$ cat src/fetch_pkg.sv
package fetch_pkg;

    //////////////////////////////////////////////////
    // Widths
    //////////////////////////////////////////////////

    // Data and address width
    localparam int xlen = 32;

    //////////////////////////////////////////////////
    // Encodings
    //////////////////////////////////////////////////

    // Command toward the instruction memory
    typedef enum logic [1:0] {
        cmd_none      = 2'd0,
        cmd_execute   = 2'd1,
        cmd_flush_all = 2'd2
    } cache_cmd_t;

    // Memory response, valid together with c_done
    typedef enum logic [1:0] {
        resp_ok           = 2'd0,
        resp_misaligned   = 2'd1,
        resp_access_fault = 2'd2
    } cache_resp_t;

    // Command from decode, only counted while d2f_ready is high
    typedef enum logic [1:0] {
        d2f_none   = 2'd0,
        d2f_branch = 2'd1,
        d2f_flush  = 2'd2
    } d2f_cmd_t;

    // Kind of item offered to decode
    typedef enum logic {
        f2d_instr     = 1'b0,
        f2d_interrupt = 1'b1
    } f2d_type_t;

    // Debug commands
    typedef enum logic [1:0] {
        dbg_none    = 2'd0,
        dbg_jump    = 2'd1,
        dbg_read_pc = 2'd2,
        dbg_other   = 2'd3
    } dbg_cmd_t;

endpackage
$ cat src/fetch_hold.sv
module fetch_hold (
    input  logic                          clk,
    input  logic                          rst_n,
    input  logic                          hold_load,
    input  logic                          hold_clear,
    input  logic [fetch_pkg::xlen-1:0]    c_load_data,
    input  fetch_pkg::cache_resp_t        c_response,
    output logic                          hold_valid,
    output logic [fetch_pkg::xlen-1:0]    hold_instr,
    output fetch_pkg::cache_resp_t        hold_resp
);

    // Valid bit, cleared once decode takes the word
    always_ff @(posedge clk) begin
        if (!rst_n) begin
            hold_valid <= 1'b0;
        end else if (hold_load) begin
            hold_valid <= 1'b1;
        end else if (hold_clear) begin
            hold_valid <= 1'b0;
        end
    end

    // Word and response from the completing fetch
    always_ff @(posedge clk) begin
        if (hold_load) begin
            hold_instr <= c_load_data;
            hold_resp  <= c_response;
        end
    end

endmodule

$ cat config.mk
export PLATFORM = sky130hd
export DESIGN_NAME = fetch_hold
export DESIGN_NICKNAME = d
export VERILOG_FILES = /design/src/fetch_pkg.sv /design/src/fetch_hold.sv
export SDC_FILE = /design/constraint.sdc
export NUM_CORES = 1
export LEC_CHECK = 0
export ABC_AREA = 1
export BUFFER_PORTS_ARGS = -buffer_cell sky130_fd_sc_hd__buf_2
export CORE_MARGIN = 1.5
export CORE_UTILIZATION = 30
export DETAILED_ROUTE_END_ITERATION = 16
export MAX_ROUTING_LAYER = met4
export PLACE_DENSITY = 0.7
export SLEW_MARGIN = 20
export SYNTH_ARGS = -nofsm -noshare
export SYNTH_HDL_FRONTEND = slang
export SYNTH_SLANG_ARGS = --single-unit
$ cat constraint.sdc
create_clock -name clk -period 0.8 [get_ports clk]
set_input_delay 0.04 -clock clk [delete_from_list [all_inputs] [get_ports clk]]
set_output_delay 0.04 -clock clk [all_outputs]
set_load 0.1 [all_outputs]
==> impl_metrics.tcl <==
set metrics [dict create \
    path_clk_slew_ps 110 \
    r2r_start "hold_valid" \
    ctsLongestPathBuffers 2 \
    initial_core_util_pct 31.7 \
    dp_slack_ps 145 \
    synthCells 40 \
    die_w_um 62.6 \
    hpwl_um 1780 \
    cts_repair_resize_count 0 \
    cp_slowest_cell "edfxtp_1" \
    fin_crit_sh_pct 128 \
    syn-num-nets 78 \
    violations "setup timing" \
    worst-path-buf-inv 1 \
    fp-row-count 21 \
    clk_latency_ps 340 \
    synthDistinctLibCells 5 \
    place.gp.congestion 0.610 \
    cts_sinks 35 \
    drive_gt1_share_pct 51.9 \
    setup_tns_ps -6670 \
    ant_nets 0 \
    cts-buffers-inserted 5 \
    startpoint "hold_instr[3]" \
    crit_fanout 1 \
    crit_arrival_ps 980 \
    cts-root-buf "clkbuf_4" \
    fill_cells 229 \
    grtUsageTotal_pct 16.8 \
    drc_errors 0 \
    finalSetupViolCount 35 \
    antenna_found_initial 0 \
    htreeDepth 2 \
    syn_area_um2 1060 \
    hold_viol 0 \
    grt_pass1_wl_um 4550 \
    max_slew_margin_pct 90.8 \
    core_um2 3360 \
    end_kind "output pin" \
    yosysTopAreaCell "edfxtp_1" \
    port_buffers 72 \
    max_clock_freq_ghz 0.979 \
    wirelength_um 2900 \
    worstSetupPathType "flip-flop to output pin" \
    p_per_area_nw_per_um2 2050 \
    yosys-top-cells-area "edfxtp_1, dfxtp_1, inv_1, a21oi_2, nand2_1" \
    avgRoutedWirePerCell_um 14.2 \
    io_pins 73 \
    rsz0062_at_grt "yes" \
    grt_max_degree 19 \
    status "finished, violations left" \
    start_kind "flip-flop" \
    first_pass_iters 4 \
    fin_skew_ps 0 \
    syn_area_per_cell_um2 26.6 \
    setup_ws_ps -222 \
    slew_viol_final 0 \
    nNetsFinal 195 \
    gr-total-overflow 0 \
    hold_path.class "input pin to flip-flop" \
    postCtsSetupBuffers 0 \
    drt_iter0_markers 24 \
    yosysTopAreaCellShare_pct 95.9 \
    areaGrowthSynthToFinish_pct 131 \
    finalCriticalPeriod_ps 1020 \
    cap_violations 0 \
    diodes 0 \
    fp.dieH_um 62.6 \
    grt_pass1_vias 971 \
    worst_pin_slew_ps 138 \
    hp-start "hold_load" \
    path_delay_family "flip-flops" \
    viasPerCell 4.05 \
    dieArea_um2 3920 \
    p_leak_uw 0.00103 \
    tritoncts "built" \
    seq_area_frac_synth_pct 97.8 \
    yosysWarnings 0 \
    crit_path_cell_trace "buf_12" \
    vias 827 \
    synth-seq-cells 35 \
    vdd_drop_max_v 0.00131 \
    worstPathRequired_ps 760 \
    critPathMaxStageDelay_ps 450 \
]
timing repair:
action	in CTS	in global routing
hold buffers	36	0
setup endpoints to repair	35	35
endpoints found under the hold margin	35	0
placed cells by master (no fill, tap or decap):
cell type,instances
inv_1,3
clkinvlp_4,1
edfxtp_1,34
buf_12,37
clkbuf_4,5
dfxtp_4,1
buf_2,37
clkinv_1,2
a21oi_2,1
nand2_1,1
dlygate4sd3_1,36
kinds of logic after synthesis:
family | count (synthesis) | share of synthesized area [%]
AO/OA/AOI/OAI | 1 | 0.823
buffers and inverters | 3 | 1.06
flip-flops | 35 | 97.8
AND/OR/NAND/NOR | 1 | 0.352
power by group:
part / internal (uW) / leakage, uW / switching [uW]
clock: 322 / 0.0000263 / 552
combinational: 714 / 0.000662 / 1170
sequential: 2180 / 0.000342 / 119
total: 3210 / 0.00103 / 1850
worst reg2reg max path, stage by stage (launching register included):
cell,delay [ps]
dfxtp_4,370
nand2_1,70
a21oi_2,120
sequential cells by signal (all words and copies together), names as in the netlist:
register / cells
hold_resp: 2
hold_instr: 32
hold_valid: 1
routing by layer:
metal  up-vias  part of all wire (%)  GRT usage [%]
li1        392                     -              -
met1       381                    32           15.6
met2        45                    59           30.8
met3         9                   6.4           5.05
met4         0                   2.3           9.17
met5         -                     0              -
through the flow:
stage | area [um^2] | cells | util (%) | hold WS, ps | power, uW
final | 2460 | 204 | 73.3 | 152 | 5060
after global placement | 2050 | 160 | 61.0 | 217 | 4060
after global routing | 2460 | 204 | 73.3 | 140 | 5230
after detailed placement | 2050 | 160 | 61.0 | 218 | 4090
after CTS | 2460 | 204 | 73.3 | 109 | 5110
after floorplan | 1070 | 40 | - | 139 | 3290
synthesized netlist by cell type:
cell type,instances
a21oi_2,1
edfxtp_1,34
inv_1,3
nand2_1,1
dfxtp_1,1
cell type report:
| type | instances | area (um^2) | area share (%) |
|---|---|---|---|
| clock inverter | 3 | 15.0 | 0.609 |
| sequential | 35 | 1040 | 42.4 |
| multi-input combinational | 2 | 12.5 | 0.508 |
| tap | 46 | 57.6 | 2.34 |
| timing repair buffer | 110 | 1290 | 52.2 |
| inverter | 3 | 11.3 | 0.457 |
| clock buffer | 5 | 37.5 | 1.52 |
worst paths after layout:
check | to | slack, ps | cells after the start
max | hold_instr[3] | -220 | 1
min | hold_instr[28] | 150 | 2
max reg2reg | hold_valid | 170 | 2
min reg2reg | hold_valid | 530 | 2
Power figures use the tool's default switching activity.
