==> src/fetch_pkg.sv <==
package fetch_pkg;

    //////////////////////////////////////////////////
    // Widths
    //////////////////////////////////////////////////

    // Data and address width
    localparam int xlen = 32;

    //////////////////////////////////////////////////
    // Encodings
    //////////////////////////////////////////////////

    // Command toward the instruction memory
    typedef enum logic [1:0] {
        cmd_none      = 2'd0,
        cmd_execute   = 2'd1,
        cmd_flush_all = 2'd2
    } cache_cmd_t;

    // Memory response, valid together with c_done
    typedef enum logic [1:0] {
        resp_ok           = 2'd0,
        resp_misaligned   = 2'd1,
        resp_access_fault = 2'd2
    } cache_resp_t;

    // Command from decode, only counted while d2f_ready is high
    typedef enum logic [1:0] {
        d2f_none   = 2'd0,
        d2f_branch = 2'd1,
        d2f_flush  = 2'd2
    } d2f_cmd_t;

    // Kind of item offered to decode
    typedef enum logic {
        f2d_instr     = 1'b0,
        f2d_interrupt = 1'b1
    } f2d_type_t;

    // Debug commands
    typedef enum logic [1:0] {
        dbg_none    = 2'd0,
        dbg_jump    = 2'd1,
        dbg_read_pc = 2'd2,
        dbg_other   = 2'd3
    } dbg_cmd_t;

endpackage
==> src/fetch_ctrl.sv <==
module fetch_ctrl (
    input  logic                          clk,
    input  logic                          rst_n,
    input  logic [fetch_pkg::xlen-1:0]    reset_vector,
    // Memory side
    input  logic                          c_done,
    input  fetch_pkg::cache_resp_t        c_response,
    input  logic [fetch_pkg::xlen-1:0]    c_load_data,
    output fetch_pkg::cache_cmd_t         c_cmd,
    output logic [fetch_pkg::xlen-1:0]    c_address,
    // State from the PC block
    input  fetch_pkg::cache_cmd_t         active_cmd,
    input  logic [fetch_pkg::xlen-1:0]    pc,
    input  logic                          redirect_pending,
    input  logic [fetch_pkg::xlen-1:0]    redirect_target_q,
    input  logic                          flush_pending,
    output logic                          pc_load,
    output logic [fetch_pkg::xlen-1:0]    pc_next,
    output logic                          redirect_set,
    output logic                          redirect_clear,
    output logic [fetch_pkg::xlen-1:0]    redirect_target,
    output logic                          flush_set,
    output logic                          flush_clear,
    // Hold buffer
    input  logic                          hold_valid,
    input  logic [fetch_pkg::xlen-1:0]    hold_instr,
    input  fetch_pkg::cache_resp_t        hold_resp,
    output logic                          hold_load,
    output logic                          hold_clear,
    input  logic                          interrupt_pending,
    // Decode side
    output logic                          f2d_valid,
    output fetch_pkg::f2d_type_t          f2d_type,
    output logic [fetch_pkg::xlen-1:0]    f2d_instr,
    output logic [fetch_pkg::xlen-1:0]    f2d_pc,
    output fetch_pkg::cache_resp_t        f2d_resp,
    input  logic                          d2f_ready,
    input  fetch_pkg::d2f_cmd_t           d2f_cmd,
    input  logic [fetch_pkg::xlen-1:0]    d2f_target,
    // Debug side
    input  logic                          dbg_mode,
    input  logic                          dbg_cmd_valid,
    input  fetch_pkg::dbg_cmd_t           dbg_cmd,
    input  logic [fetch_pkg::xlen-1:0]    dbg_arg,
    output logic                          dbg_cmd_ready,
    output logic [fetch_pkg::xlen-1:0]    dbg_pc,
    output logic                          dbg_busy
);

    import fetch_pkg::*;

    logic              active;
    logic              d2f_branch_now;
    logic              d2f_flush_now;
    logic              flushing;
    logic              branching;
    logic [xlen-1:0]   branching_target;
    logic [xlen-1:0]   pc_plus_4;
    logic              record_d2f;
    logic              record_dbg;
    logic              dbg_ack_q;

    assign active         = (active_cmd != cmd_none);
    assign d2f_branch_now = d2f_ready && (d2f_cmd == d2f_branch);
    assign d2f_flush_now  = d2f_ready && (d2f_cmd == d2f_flush);
    assign flushing       = flush_pending || d2f_flush_now;
    assign branching      = redirect_pending || d2f_branch_now;
    // A branch seen this cycle wins over the stored one
    assign branching_target = d2f_branch_now ? d2f_target : redirect_target_q;
    assign pc_plus_4 = pc + xlen'(4);

    // Next fetch address as seen by the debugger
    assign dbg_pc = redirect_pending ? redirect_target_q : pc_plus_4;

    // Last cycle acknowledged a debug command, keeps ready a single pulse
    always_ff @(posedge clk) begin
        if (!rst_n) begin
            dbg_ack_q <= 1'b0;
        end else begin
            dbg_ack_q <= dbg_cmd_ready;
        end
    end

    always_comb begin
        c_cmd           = active_cmd;
        c_address       = pc;
        f2d_valid       = 1'b0;
        f2d_type        = fetch_pkg::f2d_instr;
        f2d_instr       = c_load_data;
        f2d_pc          = pc;
        f2d_resp        = c_response;
        redirect_set    = 1'b0;
        redirect_clear  = 1'b0;
        redirect_target = d2f_target;
        flush_set       = 1'b0;
        flush_clear     = 1'b0;
        hold_load       = 1'b0;
        hold_clear      = 1'b0;
        dbg_cmd_ready   = 1'b0;
        dbg_busy        = 1'b1;
        record_d2f      = 1'b0;
        record_dbg      = 1'b0;

        if (!rst_n) begin
            // Reset vector becomes the pending redirect in the PC block
            c_cmd           = cmd_none;
            c_address       = reset_vector;
            redirect_target = reset_vector;
        end else begin
            //////////////////////////////////////////////////
            // Item offered to decode
            //////////////////////////////////////////////////
            if (hold_valid) begin
                f2d_valid = 1'b1;
                f2d_instr = hold_instr;
                f2d_resp  = hold_resp;
            end else if (c_done && (active_cmd == cmd_execute)) begin
                // Fetch in flight was overtaken by a redirect, drop it
                f2d_valid = !redirect_pending;
                hold_load = !d2f_ready && !redirect_pending;
            end else if (!active && interrupt_pending) begin
                f2d_valid = 1'b1;
                f2d_type  = f2d_interrupt;
            end

            //////////////////////////////////////////////////
            // Next memory command
            //////////////////////////////////////////////////
            if (hold_valid && !d2f_ready) begin
                // Stalled on a held word
                c_cmd = cmd_none;
            end else if (!active || hold_valid || (c_done && (d2f_ready || !f2d_valid))) begin
                // Held word taken this cycle
                hold_clear = hold_valid;
                if (dbg_mode) begin
                    c_cmd      = cmd_none;
                    dbg_busy   = active;
                    record_d2f = 1'b1;
                    record_dbg = !active;
                end else if (interrupt_pending) begin
                    // Keep branches that arrive while the marker is shown
                    c_cmd      = cmd_none;
                    record_d2f = 1'b1;
                end else if (flushing) begin
                    c_cmd       = cmd_flush_all;
                    flush_clear = 1'b1;
                    if (d2f_flush_now) begin
                        redirect_set = 1'b1;
                    end
                end else if (branching) begin
                    c_cmd          = cmd_execute;
                    c_address      = branching_target;
                    redirect_clear = 1'b1;
                end else begin
                    c_cmd     = cmd_execute;
                    c_address = pc_plus_4;
                end
            end else if (active && !c_done) begin
                // Command stays put until done, remember redirects meanwhile
                c_cmd      = active_cmd;
                record_d2f = 1'b1;
            end else begin
                c_cmd = cmd_none;
            end

            if (record_d2f) begin
                if (d2f_flush_now) begin
                    flush_set    = 1'b1;
                    redirect_set = 1'b1;
                end else if (d2f_branch_now) begin
                    redirect_set = 1'b1;
                end
            end

            // Debug jump overrides any decode target of the same cycle
            if (record_dbg && dbg_cmd_valid && !dbg_ack_q) begin
                dbg_cmd_ready = 1'b1;
                if (dbg_cmd == dbg_jump) begin
                    redirect_set    = 1'b1;
                    redirect_target = dbg_arg;
                end
            end
        end

        // PC follows every presented command
        pc_load = (c_cmd != cmd_none) || !rst_n;
        pc_next = c_address;
    end

endmodule

==> config.mk <==
export PLATFORM = sky130hd
export DESIGN_NAME = fetch_ctrl
export DESIGN_NICKNAME = d
export VERILOG_FILES = /design/src/fetch_pkg.sv /design/src/fetch_ctrl.sv
export SDC_FILE = /design/constraint.sdc
export NUM_CORES = 1
export LEC_CHECK = 0
export ABC_AREA = 0
export BUFFER_PORTS_ARGS = -buffer_cell sky130_fd_sc_hd__buf_4
export CAP_MARGIN = 5
export CORE_AREA = 2 2 176 178
export DETAILED_ROUTE_END_ITERATION = 7
export DIE_AREA = 0 0 178 180
export PLACE_DENSITY = 0.47
export SYNTH_ARGS = -nofsm -noshare
export SYNTH_HDL_FRONTEND = slang
export SYNTH_SLANG_ARGS = --single-unit
==> constraint.sdc <==
create_clock -name clk -period 2.7 [get_ports clk]
set_input_delay 0.135 -clock clk [delete_from_list [all_inputs] [get_ports clk]]
set_output_delay 0.135 -clock clk [all_outputs]
set_load 0.02 [all_outputs]
==> flow_metrics.tcl, run 1 <==
set metrics [dict create \
    gp_congestion 0.832 \
    dieArea_um2 32000 \
    slew_headroom_pct 47.3 \
    yosysMostFrequentCell "nand2_1" \
    setup_violations 0 \
    overflow 0 \
    antenna_found_initial 3 \
    hp-class "in2reg" \
    reg2reg_from "dbg_ack_q$_SDFF_PN0_" \
    first_pass_iters 4 \
    via_per_inst 4.16 \
    arrival_ns 2.44 \
    wl_per_cell_um 19.5 \
    hold_violations 0 \
    cap_violations 0 \
    worst-endpoint-required_ns 2.57 \
    io_pins 451 \
    clock_latency_ns 0 \
    synth_area_leaders "buf_4, mux2_2, mux2i_1, nand2_1, nor2_1" \
    synth_top_area_cell "buf_4" \
    fin_nets 1203 \
    synth_cell_types 57 \
    synthCells 578 \
    via_count 5624 \
    crit_type "in2out" \
    final_cells 1352 \
    start_kind "input pin" \
    drive_gt1_share_pct 55.8 \
    cts_resized 0 \
    reg2reg_slack_ns 2.14 \
    syn_to_final_growth_pct 94.2 \
    ir_worst_vdd_mv 0.0679 \
    status "completed" \
    yosysWarnings 0 \
    cts_setup_buffers 0 \
    grt_pass1_wl_um 37000 \
    grt_setup_unrepaired "false" \
    skew_ns 0 \
    startpoint "d2f_cmd[1]" \
    start_util_pct 12.2 \
    cp_max_fo 21 \
    synth_edf_count 0 \
    routed_wl_um 26300 \
    fin_crit_sh_pct 95.3 \
    reg_top3 "dbg_ack_q: 1 flops" \
    leakagePower_nw 3.57 \
    largest_register "dbg_ack_q" \
    synth_ff_type "dfxtp_1" \
    hold_buffers 0 \
    chipHeight_um 180 \
    period_minus_slack_ns 2.57 \
    yosys-top-cells-count "nand2_1, buf_4, nor2_1, a21oi_1, o21ai_0" \
    largest_register_ffs 1 \
    grt_max_degree 42 \
    hp-start "dbg_cmd_valid" \
    ys_seq_area_share_pct 0.543 \
    synth-seq-cells 1 \
    grt_pass1_vias 5728 \
    async_flop_share_pct 0 \
    yosys.area.top_type_share_pct 13.4 \
    detail-route-antenna-nets 0 \
    route.detailed.drc 0 \
    io_buffers 450 \
    fmax_ghz 0.389 \
    slew_violations 0 \
    core-area_um2 30200 \
    placed_cells 1352 \
    path_clk_slew_ns 0 \
    finalSetupTns_ns 0 \
    worst_setup_path_end_kind "output port" \
    synth.net_count 823 \
    antennaDiodeCount 0 \
    synth_area_um2 3690 \
    tightest_slew_ns 0.784 \
    fp-row-count 64 \
    avgSynthCellArea_um2 6.38 \
    hpwl_um 22100 \
    power_density_nw_per_um2 208 \
    grt_use_total_pct 15.2 \
    die_w_um 178 \
    drtIter0Drc 196 \
]
==> cells in the final DEF, fill, tap and decap left out, types with 2 or more instances in the layout <==
cell,n
a31o_2,3
mux2i_1,37
a211oi_1,4
and4_1,3
xor2_1,13
nor4_2,2
nor3_1,9
a21oi_1,48
a2bb2oi_1,6
o31ai_1,4
nand2b_1,3
nand4_1,10
nor4_1,3
nand2_1,66
o211ai_1,9
nand3_1,20
nor2_1,65
inv_1,10
a221oi_1,3
o21bai_1,2
o22ai_1,8
buf_12,2
and2_1,2
xnor2_1,12
nor3b_1,2
and3_1,4
a311o_1,2
buf_4,479
or4_4,2
or3_1,7
o21ai_0,44
mux2_2,37
a31oi_1,11
nor2b_1,3
==> where the power goes <==
part / leakage, nW / internal (mW) / switching [mW] / total, mW
clock: 0 / 0 / 0 / 0
combinational: 3.56 / 0.682 / 0.789 / 1.47
sequential: 0.00808 / 0.0153 / 0.000171 / 0.0155
total: 3.57 / 0.697 / 0.789 / 1.49
==> worst max-delay path: stages <==
cell and delay (ns):
buf_4 0.12, nor2b_1 0.14, and2_1 0.18, or4_2 0.77, buf_4 0.27, nor3_1 0.20, a21oi_1 0.06, o22ai_1 0.34
buf_4 0.22
==> layout make-up <==
| class | count | area (µm²) |
|---|---|---|
| Inverter | 11 | 41.3 |
| Fill cell | 3436 | 23000 |
| Tap cell | 396 | 495 |
| Multi-Input combinational cell | 463 | 2970 |
| Sequential cell | 1 | 20.0 |
| Timing Repair Buffer | 481 | 3640 |
==> routing by layer <==
| layer | GRT usage (%) | part of all wire (%) | vias up |
|---|---|---|---|
| li1 | - | - | 2779 |
| met1 | 19.8 | 44 | 2608 |
| met2 | 27.7 | 50 | 223 |
| met3 | 1.97 | 5.7 | 12 |
| met4 | 0.820 | 0.56 | 2 |
| met5 | 0 | 0.049 | - |
==> kinds of logic (layout without fill, tap and decap cells) <==
kind of cell               after synthesis  after routing  share of synthesized area [%]
AOI/OAI and AO/OA                      152            152                           25.1
xor gates and xnor gates                25             25                           5.94
adders and majority gates                1              1                          0.339
buffers and inverters                  114            492                           19.4
DFF                                      1              1                          0.543
muxes                                   74             74                           21.3
and+or+nand+nor                        211            211                           27.3
==> path summary, 6_finish.rpt <==
kind                                        endpoint  depth (start not counted)
worst max-delay path                   c_address[26]                          9
worst min-delay path            dbg_ack_q$_SDFF_PN0_                          2
worst max register to register  dbg_ack_q$_SDFF_PN0_                          1
worst min register to register  dbg_ack_q$_SDFF_PN0_                          1
==> through the flow <==
step | hold slack (ns) | setup WS (ns) | utilization, % | total power, mW | cell area, µm²
after CTS | 0.431 | 0.108 | 23.7 | 1.50 | 7150
final | 0.426 | 0.126 | 23.7 | 1.49 | 7160
after detailed placement | 0.431 | 0.124 | 23.7 | 1.50 | 7150
after global routing | 0.445 | 0.0194 | 23.7 | 1.58 | 7160
after global placement | 0.420 | 0.0868 | 23.7 | 1.50 | 7150
after floorplan | 0.302 | 0.145 | - | 0.756 | 3690
No activity file was read; power rests on OpenSTA's default activity.
==> inputs of run 2 (changes only) <==
- CELL_PAD_IN_SITES_DETAIL_PLACEMENT: default -> 1
- CELL_PAD_IN_SITES_GLOBAL_PLACEMENT: default -> 1
- PLACE_DENSITY: 0.47 -> 0.66
==> flow_metrics.tcl, run 2 (same netlist as run 1, synthesis figures left out) <==
set metrics [dict create \
    grt_pass1_wl_um 39500 \
    chipHeight_um 180 \
    via_per_inst 4.30 \
    antenna_found_initial 0 \
    layout_commonest_cell "buf_4" \
    power_density_nw_per_um2 208 \
    dpl-instance-area_um2 7130 \
    antennaDiodeCount 0 \
    hpwl_um 23300 \
    hp-class "in2reg" \
    arrival_ns 2.44 \
    finalSetupTns_ns 0 \
    worst-endpoint-required_ns 2.57 \
    ir_worst_vdd_mv 0.0682 \
    hold_violations 0 \
    grt_max_degree 63 \
    cts_setup_buffers 0 \
    reg_top3 "dbg_ack_q: 1 flops" \
    final_area_um2 7150 \
    io_buffers 450 \
    start_kind "input pin" \
    cp_max_fo 6 \
    grt_setup_unrepaired "false" \
    slew_violations 0 \
    route.detailed.drc 0 \
    overflow 0 \
    drtIter0Drc 126 \
    grt_use_total_pct 16.0 \
    fillCellCount 3804 \
    detail-route-antenna-nets 0 \
    fp-row-count 64 \
    wl_per_cell_um 20.2 \
    worst_setup_path_end_kind "output port" \
    largest_register_ffs 1 \
    drive_gt1_share_pct 55.7 \
    via_count 5795 \
    syn_to_final_growth_pct 93.9 \
    grt_pass1_vias 6271 \
    die_w_um 178 \
    layout_common_cells "buf_4, nand2_1, nor2_1, a21oi_1, o21ai_0" \
    slew_headroom_pct 48.1 \
    dieArea_um2 32000 \
    cap_violations 0 \
    path_clk_slew_ns 0 \
    clock_latency_ns 0 \
    tightest_slew_ns 0.772 \
    crit_type "in2out" \
    period_minus_slack_ns 2.58 \
    fin_nets 1200 \
    reg2reg_slack_ns 2.13 \
    regArea_um2 20.0 \
    status "completed" \
    first_pass_iters 4 \
    multi_input_area_um2 2980 \
    largest_register "dbg_ack_q" \
    core-area_um2 30200 \
    leakagePower_nw 3.56 \
    fmax_ghz 0.388 \
    skew_ns 0 \
    start_util_pct 12.2 \
    fin_crit_sh_pct 95.5 \
    io_pins 451 \
    gp_congestion 0.827 \
    setup_violations 0 \
    routed_wl_um 27200 \
]
## run 2: cell types whose count changed in the layout (fill, tap and decap cells not counted)
cell,before,now
buf_4,479,475
buf_6,0,1
xnor2_1,12,11
xnor2_2,0,1
## run 2: path summary, 6_finish.rpt
kind                                        endpoint                  from  depth (start not counted)
worst min register to register  dbg_ack_q$_SDFF_PN0_  dbg_ack_q$_SDFF_PN0_                          1
worst max-delay path                    c_address[9]            d2f_cmd[1]                          8
worst max register to register  dbg_ack_q$_SDFF_PN0_  dbg_ack_q$_SDFF_PN0_                          1
worst min-delay path            dbg_ack_q$_SDFF_PN0_         dbg_cmd_valid                          2
## run 2: what timing repair did
| action | CTS | global route |
|---|---|---|
| setup endpoints to repair | 0 | 8 |
| hold buffers | 0 | 0 |
| gates resized for setup | 0 | 4 |
## run 2: critical path: stages
cell and delay, ns:
buf_4 0.12, nor2b_1 0.14, and2_1 0.18, or4_2 0.73, nand2_1 0.33, o22ai_1 0.14, a31oi_1 0.41, buf_4 0.23
## run 2: metal layers
layer  track usage, %  part of all wire [%]  vias to the layer above
li1                 -                     -                     2769
met1             20.7                    43                     2816
met2             29.4                    51                      197
met3             1.57                   5.0                       13
met4             1.38                  0.90                        0
met5                0                     0                        -
## run 2: power breakdown
part | switching (mW) | internal (mW) | leakage (nW)
Clock | 0 | 0 | 0
Combinational | 0.791 | 0.679 | 3.55
Sequential | 0.000166 | 0.0153 | 0.00808
## run 2: area by class of cell
| class | instances | area share, % |
|---|---|---|
| Timing Repair Buffer | 478 | 50.6 |
| Multi-Input combinational cell | 463 | 41.6 |
| Tap cell | 396 | 6.93 |
| Inverter | 11 | 0.578 |
| Sequential cell | 1 | 0.280 |
## run 2: per-stage QoR
stage	hold slack, ns	util [%]	setup slack (ns)	instances	power [mW]
final	0.433	23.7	0.123	1349	1.49
after global routing	0.445	23.7	0.0241	1349	1.58
after CTS	0.434	23.6	0.0385	1349	1.50
after detailed placement	0.432	23.6	0.0544	1349	1.50
after global placement	0.417	23.6	0.0401	1349	1.48
after floorplan	0.302	-	0.145	578	0.756
