## config.mk

```make
export PLATFORM = sky130hd
export DESIGN_NAME = fetch_pc
export DESIGN_NICKNAME = d
export VERILOG_FILES = /design/src/fetch_pkg.sv /design/src/fetch_pc.sv
export SDC_FILE = /design/constraint.sdc
export NUM_CORES = 1
export LEC_CHECK = 0
export ABC_AREA = 1
export BUFFER_PORTS_ARGS = -buffer_cell sky130_fd_sc_hd__buf_2
export CAP_MARGIN = 20
export CORE_MARGIN = 8
export CORE_UTILIZATION = 40
export DETAILED_ROUTE_END_ITERATION = 16
export PLACE_DENSITY = 0.83
export RECOVER_POWER = 50
export SYNTH_ARGS = -nofsm -noshare
export SYNTH_HDL_FRONTEND = slang
export SYNTH_SLANG_ARGS = --single-unit
```

## constraint.sdc

```tcl
create_clock -name clk -period 1.3 [get_ports clk]
set_input_delay 0.13 -clock clk [delete_from_list [all_inputs] [get_ports clk]]
set_output_delay 0.13 -clock clk [all_outputs]
set_load 0.05 [all_outputs]
```

## src/fetch_pkg.sv

```systemverilog
package fetch_pkg;

    //////////////////////////////////////////////////
    // Widths
    //////////////////////////////////////////////////

    // Data and address width
    localparam int xlen = 32;

    //////////////////////////////////////////////////
    // Encodings
    //////////////////////////////////////////////////

    // Command toward the instruction memory
    typedef enum logic [1:0] {
        cmd_none      = 2'd0,
        cmd_execute   = 2'd1,
        cmd_flush_all = 2'd2
    } cache_cmd_t;

    // Memory response, valid together with c_done
    typedef enum logic [1:0] {
        resp_ok           = 2'd0,
        resp_misaligned   = 2'd1,
        resp_access_fault = 2'd2
    } cache_resp_t;

    // Command from decode, only counted while d2f_ready is high
    typedef enum logic [1:0] {
        d2f_none   = 2'd0,
        d2f_branch = 2'd1,
        d2f_flush  = 2'd2
    } d2f_cmd_t;

    // Kind of item offered to decode
    typedef enum logic {
        f2d_instr     = 1'b0,
        f2d_interrupt = 1'b1
    } f2d_type_t;

    // Debug commands
    typedef enum logic [1:0] {
        dbg_none    = 2'd0,
        dbg_jump    = 2'd1,
        dbg_read_pc = 2'd2,
        dbg_other   = 2'd3
    } dbg_cmd_t;

endpackage
```

## src/fetch_pc.sv

```systemverilog
module fetch_pc (
    input  logic                          clk,
    input  logic                          rst_n,
    input  fetch_pkg::cache_cmd_t         c_cmd,
    input  logic                          pc_load,
    input  logic [fetch_pkg::xlen-1:0]    pc_next,
    input  logic                          redirect_set,
    input  logic                          redirect_clear,
    input  logic [fetch_pkg::xlen-1:0]    redirect_target,
    input  logic                          flush_set,
    input  logic                          flush_clear,
    output logic [fetch_pkg::xlen-1:0]    pc,
    output fetch_pkg::cache_cmd_t         active_cmd,
    output logic                          redirect_pending,
    output logic [fetch_pkg::xlen-1:0]    redirect_target_q,
    output logic                          flush_pending
);

    import fetch_pkg::*;

    //////////////////////////////////////////////////
    // Control flags
    //////////////////////////////////////////////////

    // Reset leaves a redirect pending so the first fetch goes to the reset vector
    always_ff @(posedge clk) begin
        if (!rst_n) begin
            active_cmd       <= cmd_none;
            redirect_pending <= 1'b1;
            flush_pending    <= 1'b0;
        end else begin
            active_cmd <= c_cmd;
            // Set wins, a new redirect may come in the cycle the old one is used
            if (redirect_set) begin
                redirect_pending <= 1'b1;
            end else if (redirect_clear) begin
                redirect_pending <= 1'b0;
            end
            if (flush_set) begin
                flush_pending <= 1'b1;
            end else if (flush_clear) begin
                flush_pending <= 1'b0;
            end
        end
    end

    //////////////////////////////////////////////////
    // Addresses
    //////////////////////////////////////////////////

    // Address of the command in flight, or of the last one
    always_ff @(posedge clk) begin
        if (pc_load) begin
            pc <= pc_next;
        end
    end

    // Target is taken from the control block during reset too
    always_ff @(posedge clk) begin
        if (!rst_n || redirect_set) begin
            redirect_target_q <= redirect_target;
        end
    end

endmodule

```

==> key figures, run 1 <==
Timing
  • Pins Over Slew Limit: 0
  • Sum Neg Setup Slack: 0 ns
  • Setup violators final: 0
  • Worst Tran Pin Value: 0.7446 ns
  • Clk_skew: 0 ns
  • Worst setup margin: between 0.2 and 0.25 ns
  • Relative slew slack: 0.5036
  • Max Fclk: ~920 MHz
  • Final min period: ~1.1 ns
  • Unrepaired setup endpoints after global routing: false
  • Hold Fails Final Rpt: 0
  • Final period utilization: 0.8397

Flow run
  • Maxcap violations: 0

Worst setup path
  • R2R setup slack: 0.64 ns
  • CP startpoint kind: flop
  • CP startpoint: redirect_target_q[26]
  • WP buf/inv: 1
  • Worst path arrival time: 0.96 ns
  • Worst Path Required: 1.17 ns
  • Worst path cell trace: buf_2
  • Crit Path Max Fanout: 1
  • Cell at the slowest stage of the critical path: edfxtp_1
  • Setup CP Type: flop to primary output
  • Crit. End Element: primary output
  • Critical path's largest stage delay: roughly 0.36 ns
  • Delay-heaviest family, CP: flip-flops
  • Worst r2r src: redirect_pending

Placement
  • Placer Congestion: 0.7129
  • Dpl cells: 294
  • Port Buffers: 140
  • DP Worst Slack: 0.3502 ns
  • Dpl hpwl: 4.046 mm
  • Area after DPL: 2892 sq um

Power and ir drop
  • Int Pwr: 3.716 mW
  • Sequential Power Share: 0.501
  • Net Sw Power: around 1.6 mW
  • Switching part of the total: 0.2973
  • Combinational fraction of design power: 0.217
  • PD cells: 1435 nW/um^2
  • Clock Power Share: 0.282
  • Peak VDD IR: 0.9242 mV
  • Final Power: 5.288 mW
  • Leakage Power: 1.648 nW

Logic synthesis
  • Xor and xnor fraction of the mapped netlist area: 0
  • Post-synthesis mux area share: 0
  • Synth area leaders: edfxtp_1, dfxtp_1, inv_1
  • FF+latch count, synth: 68
  • Compound-Gate Fraction of Synth Area: 0.004869
  • Post-synthesis sequential area ratio: 0.9738
  • YS warnings: 0
  • Synth Flop Type: edfxtp_1
  • Mean Syn Cell Area: 25.38 sq um
  • Synthesized area: 2056 sq um
  • Synth cell count leaders: edfxtp_1, inv_1, dfxtp_1, nand2_1
  • Most frequent cell after synthesis: edfxtp_1
  • Share of the synthesized area in the top cell type: 0.9349
  • Asr flop ratio synth: 0
  • Largest family of logic cells by synthesized area: buffers and inverters
  • Post-synth top area cell: edfxtp_1
  • Post-Synth Adder-Cell Area: 0
  • Simple-gate area share of the yosys netlist: 0.008521
  • Synthesized Nets: around 150
  • Post-synthesis cell count: 81
  • Post-synth EDFFs: 64
  • Post-synth cell types: 8

Floorplan
  • Num ports: 141
  • FP Rows: 26
  • Core area: 5042 sq um
  • Initial Utilization: 0.4077
  • Die width: 87.69 um
  • Die outline height: 87.69 um
  • Die area: between 7000 and 8000 sq um

Clocking
  • Max Buffers Root-to-Sink: 2
  • Clock buffer count from CTS: 9
  • Root Buffer: clkbuf_8
  • Post-CTS Resized: 0
  • Clock Sink Count: 68
  • CTS tree: done
  • H-tree depth: 3
  • Latest clock arrival within the worst-skew pair: 0.32 ns
  • CTS clk-pin slew, worst paths: approximately 0.07 ns

Cells and area
  • FILL cells: a little under 300
  • Layout area overhead: 79.31%
  • Layout cells sized above 1: 0.5000
  • Register area: 2002 sq um
  • Post-Layout Cell Count: around 380
  • Final instance area: 3686 sq um
  • Nets: 374
  • N_diodes: 0
  • Multi-input logic area: 25.02 sq um

Route
  • DR WL/cell: 17.84 um
  • Remaining DRCs: 0
  • Final wirelength: around 6.7 mm
  • DR iter-0 viols: 42
  • Vias per cell: 4.301
  • Detailed Routing Iterations Pass 1: 4
  • Via count: 1,617
  • Post-route ant nets: 0

Global routing
  • Tot GR Track Use: 0.1771
  • Pin count of the biggest net entering global routing: 33
  • Initial antenna violation count: 0
  • Met1 Use GR: 0.1681
  • Grt met3 use: 0.1013
  • Gr busiest metal: met2
  • Met2 Usage GRT: 0.3140
  • Vias in the first global route: 1,869
  • First-pass GRT wire length: roughly 10 mm
  • Grt total ovfl: 0

Outcome
  • Status: complete, no violations

Min path
  • Hold Path Class: primary input to flop
  • Hold_sp: c_cmd[1]
==> timing repair <==
action	4_1_cts	5_1_grt
setup buffers	0	0
endpoints found under the hold margin	66	0
hold buffers	66	0
setup endpoints to repair	0	0
==> cell families after synthesis <==
family,count (synthesis)
flops,68
compound gates,2
simple gates,4
buf+inv,7
==> layer usage <==
metal / share of wire / routed length (um) / vias to the layer above
met5: 0 / 0 / -
met4: 0.0082 / 55 / 0
li1: - / - / 747
met2: 0.50 / 3354 / 118
met1: 0.35 / 2337 / 744
met3: 0.14 / 959 / 8
==> power by group through the flow <==
| stage | clock network [mW] | logic, mW | registers [mW] |
|---|---|---|---|
| 2_1_floorplan | 0 | 0.0221 | 3.34 |
| 3_3_place_gp | 0 | 0.987 | 2.68 |
| 3_5_place_dp | 0 | 0.999 | 2.68 |
| 4_1_cts | 1.51 | 1.16 | 2.64 |
| 5_1_grt | 1.61 | 1.19 | 2.67 |
| 6_report | 1.49 | 1.15 | 2.65 |
==> path summary, 6_finish.rpt <==
path,to,depth (start not counted)
max,redirect_target_q[26],1
min,active_cmd[1],3
max reg2reg,redirect_pending,2
min reg2reg,flush_pending,2
==> worst min-delay path, delay by kind of cell <==
family | cells | cell delay [ns]
buf+inv | 2 | 0.14
simple gates | 1 | 0.05
==> cell type report <==
class | instances | share of cell area
Timing Repair Buffer | 209 | 0.3724
Sequential cell | 68 | 0.5431
Clock inverter | 2 | 0.002716
Multi-Input combinational cell | 6 | 0.006789
Clock buffer | 14 | 0.04413
Inverter | 7 | 0.007128
Tap cell | 70 | 0.02376
==> placed cells by master, fill, tap and decap left out, drive strengths merged <==
cell type / instances
dlygate4sd3: 66
inv: 7
a21oi: 1
buf: 138
clkinv: 2
dfxtp: 4
nor2: 1
edfxtp: 64
nand2: 3
o21ai: 1
clkbuf: 19
==> state kept, by name (all words and copies together) (netlist names) <==
register and count:
active_cmd 2, flush_pending 1, pc 32, redirect_pending 1
redirect_target_q 32
==> per-stage QoR <==
stage | hold WS, ns | utilization
after global routing | 0.02087 | 0.7310
after floorplan | 0.2159 | -
after global placement | 0.3059 | 0.5734
after detailed placement | 0.3082 | 0.5734
final | 0.03793 | 0.7310
after CTS | 0.007688 | 0.7387
(Power assumes the default switching activity.)
==> inputs of run 2 (changes only) <==
Settings changed: CORE_UTILIZATION 40 to 36, PLACE_DENSITY 0.83 to 0.79.
Clock period 1.3 ns to 0.9 ns, I/O delays scaled along.
==> key figures, run 2 (synthesis results as in run 1) <==
Timing
  • Max Fclk: 992.6 MHz
  • Worst Tran Pin Value: 0.7547 ns
  • Final hold slack: 0.1130 ns
  • Unrepaired setup endpoints after global routing: true
  • Worst setup margin: -0.1074 ns
  • Final min period: 1.007 ns
  • Pins Over Slew Limit: 0
  • Setup violators final: between 100 and 150
  • Clk_skew: 0 ns
  • Final period utilization: 1.119
  • Hold Fails Final Rpt: 0
  • Relative slew slack: 0.4968

Global routing
  • Initial antenna violation count: 0
  • Vias in the first global route: 1,947
  • Pin count of the biggest net entering global routing: 33
  • First-pass GRT wire length: 11.46 mm
  • Grt total ovfl: 0
  • Tot GR Track Use: 0.1827

Floorplan
  • Die width: slightly above 90 um
  • Core area: roughly 5500 sq um
  • Initial Utilization: 0.3733
  • Die outline height: 91.57 um
  • Die area: 8384 sq um
  • FP Rows: 27
  • Num ports: 141

Flow run
  • Maxcap violations: 0

Power and ir drop
  • Leakage Power: 1.833 nW
  • Peak VDD IR: 1.280 mV
  • Int Pwr: between 5 and 6 mW
  • Sequential Power Share: 0.463
  • Final Power: 8.406 mW
  • Switching part of the total: 0.2867
  • PD cells: 1986 nW/um^2
  • Net Sw Power: about 2.4 mW
  • Combinational fraction of design power: 0.241
  • Clock Power Share: 0.296

Clocking
  • Clock Sink Count: roughly 70
  • Clock buffer count from CTS: 9
  • Latest clock arrival within the worst-skew pair: 0.33 ns
  • Max Buffers Root-to-Sink: 2
  • H-tree depth: 3
  • CTS tree: done
  • CTS clk-pin slew, worst paths: approximately 0.070 ns
  • Root Buffer: clkbuf_8

Worst setup path
  • CP startpoint kind: flop
  • Delay-heaviest family, CP: flip-flops
  • Worst path arrival time: 0.92 ns
  • WP buf/inv: 1
  • Crit. End Element: primary output
  • Crit Path Max Fanout: 1
  • Critical path's largest stage delay: 0.41 ns
  • Cell at the slowest stage of the critical path: edfxtp_1
  • Worst path cell trace: buf_6
  • Worst Path Required: 0.81 ns
  • Setup CP Type: flop to primary output
  • R2R setup slack: 0.15 ns

Cells and area
  • Nets: 379
  • N_diodes: 0
  • Commonest non-fill, non-tap cells in the layout: dlygate4sd3_1, buf_2, buf_6, edfxtp_1, clkbuf_8
  • Top flop regs: pc x32, redirect_target_q x32, active_cmd x2
  • Layout area overhead: 105.8%
  • FILL cells: just under 300
  • Most common cell after layout, fill and taps aside: dlygate4sd3_1
  • Layout cells sized above 1: 0.5209

Placement
  • Placer Congestion: around 0.73
  • DP Worst Slack: -0.03253 ns
  • Port Buffers: 140
  • Dpl hpwl: 4.065 mm

Route
  • Final wirelength: 7.492 mm
  • Via count: between 1,500 and 2,000
  • DR iter-0 viols: a little over 60
  • DR WL/cell: 19.56 um
  • Detailed Routing Iterations Pass 1: 4
  • Remaining DRCs: 0
  • Post-route ant nets: 0
  • Vias per cell: 4.287

Min path
  • Hold Path Class: primary input to flop

Outcome
  • Failing checks: setup timing
  • Status: complete, but fails checks
## run 2: power by group through the flow
stage                     registers [mW]  logic [mW]  clock network (mW)
after global routing                3.92        2.09                2.66
after floorplan                     4.82      0.0376                   0
final                               3.89        2.03                2.49
after global placement              3.86        1.45                   0
after detailed placement            3.87        1.46                   0
after CTS                           3.88        2.01                2.50
## run 2: per-stage QoR
| stage | area [sq um] | instances | util | setup TNS (ns) |
|---|---|---|---|---|
| final | 4232 | 383 | 0.7685 | -5.142 |
| after global routing | 4232 | 383 | 0.7685 | -9.484 |
| after CTS | 4254 | 382 | 0.7726 | -5.826 |
| after detailed placement | 2910 | 296 | 0.5285 | -1.026 |
| after global placement | 2910 | 296 | 0.5285 | -0.7012 |
| after floorplan | 2072 | 81 | - | -4.180 |
## run 2: final timing paths
path                    startpoint                     to  cells after the start
max          redirect_target_q[19]  redirect_target_q[19]                      1
min                          rst_n          flush_pending                      3
max reg2reg          flush_pending          flush_pending                      3
min reg2reg       redirect_pending       redirect_pending                      2
## run 2: timing repair
action / in CTS / in global routing
hold buffers: 70 / 0
hold endpoints to repair: 68 / 0
setup buffers: 0 / 1
gates resized for setup: 144 / 0
setup endpoints to repair: 68 / 68
## run 2: cell type report
type	instances	area (sq um)	share of cell area
Clock inverter	2	35.03	0.008279
Clock buffer	14	162.7	0.03844
Inverter	7	37.54	0.008870
Multi-Input combinational cell	6	32.53	0.007688
Tap cell	72	90.09	0.02129
Sequential cell	68	2007	0.4743
Timing Repair Buffer	214	1867	0.4412
## run 2: worst min-delay path, stage by stage
cell      delay [ns]
clkbuf_1        0.17
inv_8           0.09
a21oi_1         0.05
## run 2: routing by layer
metal  wire length [um]  up-vias  track usage  part of all wire
met5                  0        -            0                 0
met4                 47        0      0.05730            0.0063
met3               1203        4       0.1210              0.16
met2               3418      130       0.2881              0.46
met1               2822      753       0.1941              0.38
li1                   -      755            -                 -
==> inputs of run 3 (changes only) <==
Settings changed: CORE_UTILIZATION 36 to 43, PLACE_DENSITY 0.79 to 0.88, SETUP_SLACK_MARGIN set to 0.2.
Clock period 0.9 ns to 1.3 ns, I/O delays scaled along.
==> key figures, run 3 (synthesis results as in run 1) <==
Worst setup path
  • Setup CP Type: flop to primary output
  • R2R setup slack: approximately 0.71 ns
  • Worst Path Required: ~1.2 ns
  • Worst path cell trace: buf_2
  • Delay-heaviest family, CP: flip-flops
  • CP startpoint kind: flop
  • Crit. End Element: primary output
  • Worst path arrival time: about 0.96 ns
  • Critical path's largest stage delay: ~0.35 ns
  • Crit Path Max Fanout: 1
  • WP buf/inv: 1
  • Cell at the slowest stage of the critical path: edfxtp_1

Cells and area
  • FILL cells: about 250
  • Multi-input logic area: ~25 sq um
  • Register area: 2002 sq um
  • Commonest non-fill, non-tap cells in the layout: buf_2, dlygate4sd3_1, edfxtp_1, clkbuf_1, clkbuf_8
  • Nets: 375
  • Layout area overhead: 80.28%
  • Most common cell after layout, fill and taps aside: buf_2
  • Layout cells sized above 1: 0.4853
  • Top flop regs: pc x32, redirect_target_q x32, active_cmd x2

Timing
  • Unrepaired setup endpoints after global routing: true
  • Sum Neg Setup Slack: 0 ns
  • Max Fclk: about 900 MHz
  • Worst Tran Pin Value: 0.7323 ns
  • Hold Fails Final Rpt: 0
  • Final min period: 1.087 ns
  • Relative slew slack: 0.5118
  • Final hold slack: 0.02639 ns
  • Final period utilization: 0.8362
  • Setup violators final: 0
  • Pins Over Slew Limit: 0
  • Clk_skew: 0 ns

Outcome
  • Status: complete, no violations

Power and ir drop
  • Leakage Power: approximately 1.6 nW
  • PD cells: 1423 nW/um^2
  • Net Sw Power: 1.576 mW
  • Peak VDD IR: 0.7947 mV
  • Final Power: 5.274 mW
  • Clock Power Share: 0.274
  • Combinational fraction of design power: 0.223
  • Int Pwr: 3.697 mW
  • Switching part of the total: 0.2989
  • Sequential Power Share: 0.503

Placement
  • Port Buffers: 140
  • Dpl hpwl: 4.045 mm
  • Placer Congestion: between 0.7 and 0.8

Floorplan
  • Core area: 4661 sq um
  • FP Rows: 25
  • Die width: between 80 and 90 um
  • Die area: 7249 sq um
  • Num ports: ~140
  • Die outline height: roughly 85 um
  • Initial Utilization: 0.4411

Global routing
  • Tot GR Track Use: 0.1868
  • First-pass GRT wire length: 10.10 mm
  • Vias in the first global route: 1,812
  • Grt total ovfl: 0
  • Pin count of the biggest net entering global routing: 33
  • Initial antenna violation count: 1

Clocking
  • CTS clk-pin slew, worst paths: 0.07 ns
  • Root Buffer: clkbuf_8
  • Max Buffers Root-to-Sink: 2
  • CTS tree: done
  • H-tree depth: 3
  • Latest clock arrival within the worst-skew pair: 0.32 ns
  • Setup bufs post-CTS: 0
  • Clock Sink Count: 68
  • Clock buffer count from CTS: 9

Route
  • Remaining DRCs: 0
  • Via count: 1,636
  • Final wirelength: about 6.9 mm
  • Post-route ant nets: 0
  • DR WL/cell: approximately 19 um
  • DR iter-0 viols: 39
  • Detailed Routing Iterations Pass 1: 4
  • Vias per cell: roughly 4.5

Flow run
  • Maxcap violations: 0

Min path
  • Hold Path Class: primary input to flop
## run 3: path summary, 6_finish.rpt
kind,cells past startpoint,to,from
setup / recovery,1,pc[10],pc[10]
hold / removal,3,active_cmd[0],rst_n
setup reg to reg,2,flush_pending,flush_pending
hold reg to reg,2,redirect_pending,redirect_pending
## run 3: final cells by class
| cell class | instances | area share |
|---|---|---|
| flip-flops and latches | 68 | 0.5402 |
| repair buffers | 210 | 0.3828 |
| clock buffers | 16 | 0.04321 |
| well taps | 54 | 0.01823 |
| inverters | 7 | 0.008103 |
| multi-input cells | 6 | 0.006752 |
| diodes | 1 | 0.0006752 |
## run 3: stage by stage
stage | cell area (sq um) | worst slack (ns) | cells | util
2_1_floorplan | 2064 | 0.2167 | 81 | -
3_3_place_gp | 2868 | 0.3108 | 278 | 0.6153
3_5_place_dp | 2868 | 0.2793 | 278 | 0.6153
4_1_cts | 3699 | 0.2180 | 361 | 0.7936
5_1_grt | 3706 | 0.1654 | 362 | 0.7952
6_report | 3706 | 0.2129 | 362 | 0.7952
## run 3: power by group through the flow
stage	logic, mW	registers (mW)	clock network, mW
after CTS	1.16	2.64	1.46
after global placement	0.983	2.67	0
after detailed placement	0.997	2.68	0
final	1.17	2.65	1.45
after global routing	1.22	2.67	1.55
after floorplan	0.0248	3.34	0
## run 3: what timing repair did
item                                   CTS  global route
resized for setup                        0            25
setup endpoints to repair                0            14
endpoints found under the hold margin   67             0
hold buffers                            67             0
## run 3: worst min-delay path: stages
cell and delay [ns]:
clkbuf_1 0.09, nand2_1 0.06, inv_1 0.03
## run 3: layer usage
layer	vias to the layer above	GRT usage	routed length [um]
li1	749	-	-
met1	754	0.1989	2628
met2	117	0.3018	3332
met3	16	0.09459	847
met4	0	0.08738	130
met5	-	0	0
